--- config.mk ---
export PLATFORM = sky130hd
export DESIGN_NAME = watch_top
export DESIGN_NICKNAME = d
export VERILOG_FILES = /design/src/watch_pkg.sv /design/src/display_encoder.sv /design/src/key_conditioner.sv /design/src/mode_select.sv /design/src/stopwatch.sv /design/src/time_of_day.sv /design/src/watch_top.sv
export SDC_FILE = /design/constraint.sdc
export NUM_CORES = 1
export LEC_CHECK = 0
export BUFFER_PORTS_ARGS = -buffer_cell sky130_fd_sc_hd__buf_2
export CORE_UTILIZATION = 55
export CTS_BUF_LIST = sky130_fd_sc_hd__clkbuf_4 sky130_fd_sc_hd__clkbuf_8
export CTS_CLUSTER_DIAMETER = 60
export DETAILED_ROUTE_END_ITERATION = 6
export HOLD_SLACK_MARGIN = 0.03
export MAX_ROUTING_LAYER = met4
export PLACE_DENSITY = 0.73
export REMOVE_ABC_BUFFERS = 1
export SLEW_MARGIN = 0
export SYNTH_ARGS = -nofsm -noshare
export SYNTH_HDL_FRONTEND = slang
export SYNTH_HIERARCHICAL = 1
export SYNTH_SLANG_ARGS = --single-unit
--- constraint.sdc ---
create_clock -name clk -period 15.62 [get_ports clk]
set_input_delay 1.562 -clock clk [delete_from_list [all_inputs] [get_ports clk]]
set_output_delay 1.562 -clock clk [all_outputs]
set_load 0.01 [all_outputs]
--- src/watch_pkg.sv ---
package watch_pkg;

	localparam int NUM_KEYS = 4;
	localparam int KEY_DOWN = 0;
	localparam int KEY_UP = 1;
	localparam int KEY_SET = 2;
	localparam int KEY_MODE = 3;

	localparam int DEBOUNCE_CYCLES = 4;
	localparam int DEB_W = $clog2(DEBOUNCE_CYCLES);
	localparam int CYCLES_PER_SEC = 40; // Kept short so a simulated second is quick.
	localparam int SEC_DIV_W = $clog2(CYCLES_PER_SEC);
	localparam int CYCLES_PER_HUNDREDTH = 2;
	localparam int HUND_DIV_W = $clog2(CYCLES_PER_HUNDREDTH);

	localparam int FIELD_W = 6;
	localparam int HUND_W = 7;
	localparam logic [FIELD_W-1:0] SEC_MAX = 6'd59;
	localparam logic [FIELD_W-1:0] MIN_MAX = 6'd59;
	localparam logic [FIELD_W-1:0] HOUR_MAX = 6'd23;
	localparam logic [HUND_W-1:0] HUND_MAX = 7'd99;

	localparam int SET_W = 2;
	localparam logic [SET_W-1:0] SET_RUN = 2'd0;
	localparam logic [SET_W-1:0] SET_SECS = 2'd1;
	localparam logic [SET_W-1:0] SET_MINS = 2'd2;
	localparam logic [SET_W-1:0] SET_HOURS = 2'd3;

	localparam int MODE_W = 2;
	localparam logic [MODE_W-1:0] MODE_CLOCK = 2'b01;
	localparam logic [MODE_W-1:0] MODE_STOPWATCH = 2'b10;

	localparam int SEG_W = 7;
	localparam int DIGIT_W = 4;
	localparam logic [SEG_W-1:0] SEG_DIGITS [0:9] = '{
		7'b1000000, 7'b1111001, 7'b0100100, 7'b0110000, 7'b0011001,
		7'b0010010, 7'b0000010, 7'b1111000, 7'b0000000, 7'b0010000
	}; // Active low, segment g is the top bit.
	localparam logic [SEG_W-1:0] SEG_BLANK = 7'b1111111;

endpackage

--- src/display_encoder.sv ---
module display_encoder (
	input logic clk,
	input logic reset,
	input logic [watch_pkg::MODE_W-1:0] mode,
	input logic [watch_pkg::FIELD_W-1:0] hours,
	input logic [watch_pkg::FIELD_W-1:0] mins,
	input logic [watch_pkg::FIELD_W-1:0] secs,
	input logic [watch_pkg::FIELD_W-1:0] sw_mins,
	input logic [watch_pkg::FIELD_W-1:0] sw_secs,
	input logic [watch_pkg::HUND_W-1:0] sw_hund,
	output logic [watch_pkg::SEG_W-1:0] hex0,
	output logic [watch_pkg::SEG_W-1:0] hex1,
	output logic [watch_pkg::SEG_W-1:0] hex2,
	output logic [watch_pkg::SEG_W-1:0] hex3,
	output logic [watch_pkg::SEG_W-1:0] hex4,
	output logic [watch_pkg::SEG_W-1:0] hex5
);

	import watch_pkg::*;

	logic [HUND_W-1:0] field_hi;
	logic [HUND_W-1:0] field_mid;
	logic [HUND_W-1:0] field_lo;

	function automatic logic [DIGIT_W-1:0] tens_of(input logic [HUND_W-1:0] value);
		return DIGIT_W'(value / HUND_W'(10));
	endfunction

	function automatic logic [DIGIT_W-1:0] ones_of(input logic [HUND_W-1:0] value);
		return DIGIT_W'(value % HUND_W'(10));
	endfunction

	function automatic logic [SEG_W-1:0] seg_of(input logic [DIGIT_W-1:0] digit);
		if (digit > DIGIT_W'(9)) begin
			return SEG_BLANK;
		end
		return SEG_DIGITS[digit];
	endfunction

	always_comb begin
		if (mode == MODE_STOPWATCH) begin
			field_hi = HUND_W'(sw_mins);
			field_mid = HUND_W'(sw_secs);
			field_lo = sw_hund;
		end else begin
			field_hi = HUND_W'(hours);
			field_mid = HUND_W'(mins);
			field_lo = HUND_W'(secs);
		end
	end

	always_ff @(posedge clk) begin
		if (reset) begin
			hex0 <= SEG_DIGITS[0];
			hex1 <= SEG_DIGITS[0];
			hex2 <= SEG_DIGITS[0];
			hex3 <= SEG_DIGITS[0];
			hex4 <= SEG_DIGITS[0];
			hex5 <= SEG_DIGITS[0];
		end else begin
			hex5 <= seg_of(tens_of(field_hi));
			hex4 <= seg_of(ones_of(field_hi));
			hex3 <= seg_of(tens_of(field_mid));
			hex2 <= seg_of(ones_of(field_mid));
			hex1 <= seg_of(tens_of(field_lo));
			hex0 <= seg_of(ones_of(field_lo));
		end
	end

endmodule

--- src/key_conditioner.sv ---
module key_conditioner (
	input logic clk,
	input logic reset,
	input logic [watch_pkg::NUM_KEYS-1:0] keys,
	output logic [watch_pkg::NUM_KEYS-1:0] press
);

	import watch_pkg::*;

	logic [NUM_KEYS-1:0] pressed;
	logic [NUM_KEYS-1:0] stable;
	logic [NUM_KEYS-1:0] stable_d;
	logic [DEB_W-1:0] count [NUM_KEYS];

	assign pressed = ~keys; // The keys pull low when pushed.

	always_ff @(posedge clk) begin
		if (reset) begin
			stable <= '0;
			stable_d <= '0;
			for (int i = 0; i < NUM_KEYS; i++) begin
				count[i] <= '0;
			end
		end else begin
			stable_d <= stable;
			for (int i = 0; i < NUM_KEYS; i++) begin
				if (pressed[i] == stable[i]) begin
					count[i] <= '0; // Any bounce back restarts the wait.
				end else if (count[i] == DEB_W'(DEBOUNCE_CYCLES - 1)) begin
					stable[i] <= pressed[i];
					count[i] <= '0;
				end else begin
					count[i] <= count[i] + 1'b1;
				end
			end
		end
	end

	assign press = stable & ~stable_d;

	press_single_cycle: assert property (@(posedge clk) disable iff (reset)
		(press & $past(press)) == '0)
		else $error("press pulse held for more than one cycle");

endmodule

--- src/mode_select.sv ---
module mode_select (
	input logic clk,
	input logic reset,
	input logic [watch_pkg::NUM_KEYS-1:0] press,
	output logic [watch_pkg::MODE_W-1:0] mode,
	output logic set_step,
	output logic up,
	output logic down,
	output logic sw_toggle,
	output logic sw_clear
);

	import watch_pkg::*;

	always_ff @(posedge clk) begin
		if (reset) begin
			mode <= MODE_CLOCK;
			set_step <= 1'b0;
			up <= 1'b0;
			down <= 1'b0;
			sw_toggle <= 1'b0;
			sw_clear <= 1'b0;
		end else begin
			if (press[KEY_MODE]) begin
				mode <= {mode[0], mode[1]}; // Two modes, so swapping the bits toggles.
			end
			set_step <= press[KEY_SET] && (mode == MODE_CLOCK);
			up <= press[KEY_UP] && (mode == MODE_CLOCK);
			down <= press[KEY_DOWN] && (mode == MODE_CLOCK);
			sw_toggle <= press[KEY_DOWN] && (mode == MODE_STOPWATCH);
			sw_clear <= press[KEY_SET] && (mode == MODE_STOPWATCH);
		end
	end

	mode_one_hot: assert property (@(posedge clk) disable iff (reset) $onehot(mode))
		else $error("watch mode is not one-hot");

endmodule

--- src/stopwatch.sv ---
module stopwatch (
	input logic clk,
	input logic reset,
	input logic sw_toggle,
	input logic sw_clear,
	output logic [watch_pkg::FIELD_W-1:0] sw_mins,
	output logic [watch_pkg::FIELD_W-1:0] sw_secs,
	output logic [watch_pkg::HUND_W-1:0] sw_hund
);

	import watch_pkg::*;

	logic running;
	logic [HUND_DIV_W-1:0] div;
	logic tick;

	assign tick = running && (div == HUND_DIV_W'(CYCLES_PER_HUNDREDTH - 1));

	always_ff @(posedge clk) begin
		if (reset) begin
			running <= 1'b0;
			div <= '0;
			sw_mins <= '0;
			sw_secs <= '0;
			sw_hund <= '0;
		end else begin
			if (sw_toggle) begin
				running <= ~running;
			end

			if (sw_clear) begin
				div <= '0; // The run flag is left alone.
				sw_mins <= '0;
				sw_secs <= '0;
				sw_hund <= '0;
			end else if (running) begin
				div <= tick ? '0 : div + 1'b1;
				if (tick) begin
					sw_hund <= (sw_hund == HUND_MAX) ? '0 : sw_hund + 1'b1;
					if (sw_hund == HUND_MAX) begin
						sw_secs <= (sw_secs == SEC_MAX) ? '0 : sw_secs + 1'b1;
						if (sw_secs == SEC_MAX) begin
							sw_mins <= (sw_mins == MIN_MAX) ? '0 : sw_mins + 1'b1;
						end
					end
				end
			end
		end
	end

	hund_in_range: assert property (@(posedge clk) disable iff (reset) sw_hund <= HUND_MAX)
		else $error("stopwatch hundredths out of range");

endmodule

--- src/time_of_day.sv ---
module time_of_day (
	input logic clk,
	input logic reset,
	input logic set_step,
	input logic up,
	input logic down,
	output logic [watch_pkg::FIELD_W-1:0] hours,
	output logic [watch_pkg::FIELD_W-1:0] mins,
	output logic [watch_pkg::FIELD_W-1:0] secs
);

	import watch_pkg::*;

	logic [SET_W-1:0] set_field;
	logic [SEC_DIV_W-1:0] div;
	logic running;
	logic tick;

	function automatic logic [FIELD_W-1:0] adjust(
		input logic [FIELD_W-1:0] value,
		input logic [FIELD_W-1:0] limit,
		input logic inc,
		input logic dec
	);
		if (inc) begin
			return (value == limit) ? '0 : value + 1'b1;
		end
		if (dec) begin
			return (value == '0) ? limit : value - 1'b1;
		end
		return value;
	endfunction

	assign running = (set_field == SET_RUN);
	assign tick = running && (div == SEC_DIV_W'(CYCLES_PER_SEC - 1));

	always_ff @(posedge clk) begin
		if (reset) begin
			set_field <= SET_RUN;
			div <= '0;
			hours <= '0;
			mins <= '0;
			secs <= '0;
		end else begin
			if (set_step) begin
				set_field <= set_field + 1'b1; // Hours wraps back to run.
			end

			if (running) begin
				div <= tick ? '0 : div + 1'b1;
				if (tick) begin
					secs <= adjust(secs, SEC_MAX, 1'b1, 1'b0);
					if (secs == SEC_MAX) begin
						mins <= adjust(mins, MIN_MAX, 1'b1, 1'b0);
						if (mins == MIN_MAX) begin
							hours <= adjust(hours, HOUR_MAX, 1'b1, 1'b0);
						end
					end
				end
			end else begin
				div <= '0; // A fresh full second follows the return to run.
				if (set_field == SET_SECS) begin
					secs <= adjust(secs, SEC_MAX, up, down);
				end else if (set_field == SET_MINS) begin
					mins <= adjust(mins, MIN_MAX, up, down);
				end else begin
					hours <= adjust(hours, HOUR_MAX, up, down);
				end
			end
		end
	end

	fields_in_range: assert property (@(posedge clk) disable iff (reset)
		(secs <= SEC_MAX) && (mins <= MIN_MAX) && (hours <= HOUR_MAX))
		else $error("time of day field out of range");

endmodule

--- src/watch_top.sv ---
module watch_top (
	input logic clk,
	input logic reset,
	input logic [watch_pkg::NUM_KEYS-1:0] keys,
	output logic [watch_pkg::SEG_W-1:0] hex0,
	output logic [watch_pkg::SEG_W-1:0] hex1,
	output logic [watch_pkg::SEG_W-1:0] hex2,
	output logic [watch_pkg::SEG_W-1:0] hex3,
	output logic [watch_pkg::SEG_W-1:0] hex4,
	output logic [watch_pkg::SEG_W-1:0] hex5,
	output logic [watch_pkg::MODE_W-1:0] leds
);

	import watch_pkg::*;

	logic [NUM_KEYS-1:0] press;
	logic [MODE_W-1:0] mode;
	logic set_step;
	logic up;
	logic down;
	logic sw_toggle;
	logic sw_clear;
	logic [FIELD_W-1:0] hours;
	logic [FIELD_W-1:0] mins;
	logic [FIELD_W-1:0] secs;
	logic [FIELD_W-1:0] sw_mins;
	logic [FIELD_W-1:0] sw_secs;
	logic [HUND_W-1:0] sw_hund;

	assign leds = mode; // One LED per mode.

	key_conditioner u_key_conditioner (.clk(clk), .reset(reset), .keys(keys), .press(press));

	mode_select u_mode_select (
		.clk(clk), .reset(reset), .press(press), .mode(mode),
		.set_step(set_step), .up(up), .down(down),
		.sw_toggle(sw_toggle), .sw_clear(sw_clear)
	);

	time_of_day u_time_of_day (
		.clk(clk), .reset(reset), .set_step(set_step), .up(up), .down(down),
		.hours(hours), .mins(mins), .secs(secs)
	);

	stopwatch u_stopwatch (
		.clk(clk), .reset(reset), .sw_toggle(sw_toggle), .sw_clear(sw_clear),
		.sw_mins(sw_mins), .sw_secs(sw_secs), .sw_hund(sw_hund)
	);

	display_encoder u_display_encoder (
		.clk(clk), .reset(reset), .mode(mode),
		.hours(hours), .mins(mins), .secs(secs),
		.sw_mins(sw_mins), .sw_secs(sw_secs), .sw_hund(sw_hund),
		.hex0(hex0), .hex1(hex1), .hex2(hex2), .hex3(hex3), .hex4(hex4), .hex5(hex5)
	);

endmodule
# After elaboration in Yosys (flattened, before gate mapping)
# Memories as Yosys holds them, arrays and structs flattened.
# Index checks and enable logic that the tools add are counted.
# W data, S select, Z words.
dict set report word_totals {
  reg_bits 104
  mem_count 7
  romBits 672
  latch_bits 0
  ram_bits 8
}
# memory words width read_ports rd_ports_with_merged_regs write_ports line_no
set memory_table {}
lappend memory_table {{(name not given)} 16 7 1 0 0 display_encoder.sv:37} ;# return SEG_DIGITS[digit];
lappend memory_table {{(name not given)} 16 7 1 0 0 display_encoder.sv:37}
lappend memory_table {{(name not given)} 16 7 1 0 0 display_encoder.sv:37}
lappend memory_table {{(name not given)} 16 7 1 0 0 display_encoder.sv:37}
lappend memory_table {{(name not given)} 16 7 1 0 0 display_encoder.sv:37}
lappend memory_table {{(name not given)} 16 7 1 0 0 display_encoder.sv:37}
lappend memory_table {{1 more memories} - - - - - -}
dict set report op_classes {
  n_bitwise 27
  n_eq_ne 27
  shift 0
  div 6
  mux 175
  n_addsub 16
  n_mul 0
  order_cmp 12
  reduce_logical 28
}
# cell count
set op_table {}
lappend op_table {{$mux W6} 39}
lappend op_table {{$mux W7} 26}
lappend op_table {{$mux W1} 98}
lappend op_table {{$add A6 B1 Y6 const B} 6}
lappend op_table {{$eq A6 B6 Y1 const B} 5}
lappend op_table {{$ge A5 B5 Y1 const B} 6}
lappend op_table {{$not A4 Y5} 6}
lappend op_table {{$gt A4 B4 Y1 const B} 6}
lappend op_table {{$mux W2} 12}
lappend op_table {{$div A7 B4 Y7 const B} 3}
lappend op_table {{$mod A7 B4 Y7 const B} 3}
lappend op_table {{$logic_not A6 Y1} 3}
lappend op_table {{$sub A6 B1 Y6 const B} 3}
lappend op_table {{$eq A2 B2 Y1 const B} 6}
lappend op_table {{$ne A2 B2 Y1 const B} 6}
lappend op_table {{$or A1 B1 Y1} 12}
lappend op_table {{$add A2 B1 Y2 const B} 5}
lappend op_table {{$reduce_and A2 Y1} 5}
lappend op_table {{$reduce_bool A3 Y1} 3}
lappend op_table {{$not A4 Y4} 2}
lappend op_table {{$reduce_and A4 Y1} 2}
lappend op_table {{$add A7 B1 Y7 const B} 1}
lappend op_table {{$eq A7 B7 Y1 const B} 1}
lappend op_table {{$logic_and A1 B1 Y1} 7}
lappend op_table {{other kinds (14)} 25}

# Longest topological paths before layout
dict set report depth {
  depth_word 15
  ltp_mapped 26
  depth_no_buf 24
}

# Modules after synthesis
# Netlist, hierarchy kept.
# mod area_each_um2 cells_each seq_area_each_um2 instances
set modules_own_cells {}
lappend modules_own_cells {display_encoder 3782.4 461 840.8 1}
lappend modules_own_cells {time_of_day 2006.9 240 520.5 1}
lappend modules_own_cells {stopwatch 1023.5 116 420.4 1}
lappend modules_own_cells {key_conditioner 688.2 50 400.4 1}
lappend modules_own_cells {mode_select 221.5 20 140.1 1}

# Least setup slack after synthesis
# OpenSTA, ideal clock, no wires.
dict set report synth_timing {
  path_type {flip-flop to flip-flop}
  startpoint {reg u_mode_select/mode[1] (netlist name)}
  endpoint {reg u_display_encoder/hex4[6] (netlist name)}
  path_slack_ps 10496
  stages_incl_launch_ff 26
  setup_time_ps 126
  synth_period_minus_slack_ps 5124
  t_required_ps 15494
  arrival_ps 4999
  path_cell_list {dfxtp_1 nor2b_1 buf_6 buf_6 mux2i_2 inv_2 ha_1 a211oi_2 o21ai_0 a21oi_1 a21oi_1 ha_1 inv_1 o21ai_0 a41oi_4 xnor2_1 inv_1 ha_1 o21ai_0 a31oi_1 xnor2_1 inv_1 ha_1 nand2b_1 a31oi_1 o21ai_0}
}
dict set report synth_between {
  elab_chain_len 8
  word_cells_on_any_way 11
  classes_between {div (1); order compare (1); eq/ne (1); mux (6); bitwise (1); memory (1)}
}
# element line_no
set synth_rtl {}
lappend synth_rtl {{from (decl)} mode_select.sv:5} ;# output logic [watch_pkg::MODE_W-1:0] mode,
lappend synth_rtl {{from (signal assigned)} mode_select.sv:25} ;# mode <= {mode[0], mode[1]};
lappend synth_rtl {{$eq A2 B2 Y1 *} display_encoder.sv:41} ;# if (mode == MODE_STOPWATCH) begin
lappend synth_rtl {{$mux W6 *} display_encoder.sv:41}
lappend synth_rtl {{$mod A7 B4 Y7 *} display_encoder.sv:30} ;# return DIGIT_W'(value % HUND_W'(10));
lappend synth_rtl {{$not A4 Y5 (not written as such)} display_encoder.sv:37}
lappend synth_rtl {{$mem_v2 Z16 W7} -}
lappend synth_rtl {{$mux W7 (not written as such) (2 in a row)} display_encoder.sv:37}
lappend synth_rtl {{$mux W7 *} display_encoder.sv:37}
lappend synth_rtl {{to (signal assigned)} display_encoder.sv:58} ;# hex4 <= SEG_DIGITS[0];
lappend synth_rtl {{to (signal assigned)} display_encoder.sv:62} ;# hex4 <= seg_of(ones_of(field_hi));
lappend synth_rtl {{to (decl)} display_encoder.sv:15} ;# output logic [watch_pkg::SEG_W-1:0] hex4,
# Every way passes the cells marked *; elsewhere a longest branch is shown, timed or not. The select of a mux whose other input is x is not followed.
# A chain may end at the register's enable or synchronous reset.

# Worst setup path in the final report
dict set report layout_timing {
  startpoint {reg u_mode_select/mode[0] (netlist name)}
  endpoint {reg u_display_encoder/hex4[6] (netlist name)}
}
# Same word-level chain as after synthesis.

==> flow_metrics.tcl <==
set metrics [dict create \
    run_status "complete, no violations" \
    timing.setup.tns_ns 0 \
    layout.cells.most_common_list "sky130_fd_sc_hd__dfxtp_1, sky130_fd_sc_hd__nor2_1, sky130_fd_sc_hd__ha_1, sky130_fd_sc_hd__nand2_1, sky130_fd_sc_hd__a21oi_1" \
    cts.hold.buffers_added 0 \
    avgRoutedWirePerCell_um 14.6 \
    path_clk_slew_ns 0.10 \
    layout.core_utilization_pct 60.8 \
    cts_resized 0 \
    final_layout_size_suffix_gt1_share_pct 14.3 \
    cts_tree "built" \
    remaining_drc_errors 0 \
    maximum_number_of_pins_on_one_net_before_global_route_repair 47 \
    grt_antenna_before_repair 0 \
    ir_drop_v 0.0000518 \
    vias_in_the_first_global_route 6000 \
    num_io_pins 50 \
    die-area_um2 14500 \
    finalNonFillerCells 1102 \
    mappedNetlistArea_um2 7720 \
    rsz0062_at_grt "false" \
    synth_top_area_share_pct 27.0 \
    first_pass_iters 5 \
    p_total_mw 0.476 \
    whs_endpoint "u_time_of_day/div[0]" \
    placedCellCount 1089 \
    placed_cell_area_um2 8020 \
    synthArstFlopShare_pct 0 \
    whs_path_depth 1 \
    setup_viol 0 \
    yosys_most_used_dff "sky130_fd_sc_hd__dfxtp_1" \
    clock_latency_ns 0.38 \
    yosys-top-cells-area "sky130_fd_sc_hd__dfxtp_1, sky130_fd_sc_hd__ha_1, sky130_fd_sc_hd__nor2_1" \
    postCtsSetupRepairBufs 0 \
    floorplan.core_area_um2 13500 \
    mostFrequentLayoutCell "sky130_fd_sc_hd__dfxtp_1" \
    count_of_distinct_cell_types_in_the_synthesized_netlist 111 \
    slew_headroom_pct 31.8 \
    r2r_setup_slk_ns 9.64 \
    ys.warnings.count 6 \
    vias 6577 \
    critical_path_class "reg -> reg" \
    timing_hold_violations_final 0 \
    hold_path_origin "u_time_of_day/div[0]" \
    antennaDiodeCount 0 \
    maxCapViolCount 0 \
    clock_tree.htree_level_count 3 \
    num-fill-cells 1247 \
    die-width_um 120 \
    chipHeight_um 120 \
    cts_root_buffer "sky130_fd_sc_hd__clkbuf_8" \
    critical_path.reg2reg.endpoint "u_display_encoder/hex4[6]" \
    report.final.slew_viol_count 0 \
    critPathArrivalTime_ns 6.24 \
    drt-vias-per-instance 5.97 \
    critPathLaunchType "register" \
    rr_startpoint "u_mode_select/mode[0]" \
    power_density_nw_per_um2 58.3 \
    final_cycle_utilization_of_the_critical_path_pct 38.3 \
    timing.reg2reg.worst_path_depth 22 \
    area_growth_syn_to_layout_pct 5.83 \
    grt_pass1_wl_mm 27.8 \
    cp.required_ns 15.88 \
    overflow 0 \
    aggregate_routed_wire_length_mm 16.1 \
    critical_path_peak_fanout 24 \
    worst_hold_path_type "reg -> reg" \
    ys_ff_latch 112 \
    rows 42 \
    portBuffers 49 \
    clock_skew_ns 0.00587 \
    finish.net_count 992 \
    globalplace.congestion 0.891 \
    synth_top_cell_by_area "sky130_fd_sc_hd__dfxtp_1" \
    cts.sink_count 112 \
    fin_crit_ns 5.98 \
    setup.worst_path.end_class "register" \
    fmaxAchievable_ghz 0.167 \
    post_route_standard_cell_area_excluding_fillers_um2 8170 \
    max_slew.worst_pin.slew_ns 1.02 \
    detailedRoute.firstIterationViolations 489 \
    antenna_violating_nets_post_route 0 \
    dp_hpwl_mm 11.7 \
    syn-mean-instance-area_um2 8.71 \
    numCtsBuffers 9 \
    clock_path_buffers 2 \
    synth_enable_flop_cells 8 \
    post_synth_inst_count 887 \
    groute.usage.overall_pct 23.9 \
    ys_seq_area_share_pct 30.1 \
    worst_setup_path_startpoint "u_mode_select/mode[0]" \
    floorplan.initialDensity_pct 57.4 \
    p_leak_nw 3.22 \
]
## routing by layer
| layer | global-route usage (%) | part of all wire (%) | wire (um) |
|---|---|---|---|
| met2 | 40.3 | 47 | 7590 |
| met1 | 29.5 | 47 | 7610 |
| met5 | - | 0 | 0 |
| met4 | 5.40 | 0.98 | 157 |
| met3 | 4.53 | 4.4 | 706 |
## metrics by stage
step,hold slack [ns],setup WS (ns)
6_report,0.449,9.64
5_1_grt,0.479,8.96
4_1_cts,0.451,9.71
3_5_place_dp,0.437,9.74
3_3_place_gp,0.431,9.92
2_1_floorplan,0.417,9.59
## area by class of cell
cell class	instances	area, um2	area share, %
flip-flops and latches	112	2320	28.4
repair buffers	51	260	3.18
inverters	44	170	2.08
clock buffers	12	146	1.79
clock inverters	1	7.51	0.0919
well taps	176	220	2.69
multi-input cells	706	5050	61.7
## cell usage after synthesis, drive strengths merged (19+ instances only)
master and count:
nor2 93, a21oi 58, nor3 20, a211oi 27, ha 62, buf 23, dfxtp 104, mux2i 22
inv 43, o21ai 50, nand2 58, xnor2 19, a31oi 21, nand3 24
## worst max-delay path by stage
stage,depth (start not counted),end,slack (ns)
floorplan,23,u_display_encoder/hex4[6],9.59
CTS,22,u_display_encoder/hex4[6],9.71
finish,22,u_display_encoder/hex4[6],9.64
global route,21,u_display_encoder/hex4[2],8.96
detailed placement,22,u_display_encoder/hex4[6],9.74
global placement,22,u_display_encoder/hex4[6],9.92
## flip-flops by register name, summed over array words and instances (netlist names), 4 cells and up
| signal | flops |
|---|---|
| u_display_encoder/hex5 | 7 |
| u_time_of_day/secs | 6 |
| u_key_conditioner/stable_d | 4 |
| u_display_encoder/hex1 | 7 |
| u_display_encoder/hex0 | 7 |
| u_key_conditioner/stable | 4 |
| u_time_of_day/mins | 6 |
| u_stopwatch/sw_mins | 6 |
| u_display_encoder/hex4 | 7 |
| u_time_of_day/hours | 6 |
| u_stopwatch/sw_hund | 7 |
| u_stopwatch/sw_secs | 6 |
| u_display_encoder/hex3 | 7 |
| u_display_encoder/hex2 | 7 |
| u_time_of_day/div | 6 |
| u_key_conditioner/count | 8 |
## logic make-up (layout without fill, tap and decap cells)
group	after synthesis	in the layout	share of synthesized area (%)
buf+inv	76	108	4.96
xor+xnor	33	33	3.84
simple gates	336	336	24.6
other cells	1	8	0.0486
flops	112	112	30.1
fa+ha+maj	62	62	10.0
compound gates	240	240	22.6
mux	27	27	3.84
## critical path, stage by stage, from the launching register on
cell and delay [ns]:
sky130_fd_sc_hd__dfxtp_1 0.57, sky130_fd_sc_hd__nand2b_1 0.82, sky130_fd_sc_hd__a21oi_1 0.34, sky130_fd_sc_hd__ha_1 0.35, sky130_fd_sc_hd__a211oi_2 0.36, sky130_fd_sc_hd__o21ai_0 0.16, sky130_fd_sc_hd__a21oi_1 0.23, sky130_fd_sc_hd__a21oi_1 0.09
sky130_fd_sc_hd__ha_1 0.23, sky130_fd_sc_hd__inv_1 0.06, sky130_fd_sc_hd__o21ai_0 0.17, sky130_fd_sc_hd__a41oi_4 0.36, sky130_fd_sc_hd__xnor2_1 0.13, sky130_fd_sc_hd__inv_1 0.13, sky130_fd_sc_hd__ha_1 0.23, sky130_fd_sc_hd__o21ai_0 0.11
sky130_fd_sc_hd__a31oi_1 0.47, sky130_fd_sc_hd__xnor2_1 0.28, sky130_fd_sc_hd__inv_1 0.14, sky130_fd_sc_hd__ha_1 0.21, sky130_fd_sc_hd__nand2b_1 0.14, sky130_fd_sc_hd__a31oi_1 0.17, sky130_fd_sc_hd__o21ai_0 0.10
## power by group
group / internal [mW] / switching (mW)
Sequential: 0.293 / 0.00398
Combinational: 0.0101 / 0.0154
Clock: 0.0610 / 0.0926
Total: 0.365 / 0.112
(Power assumes the default switching activity.)
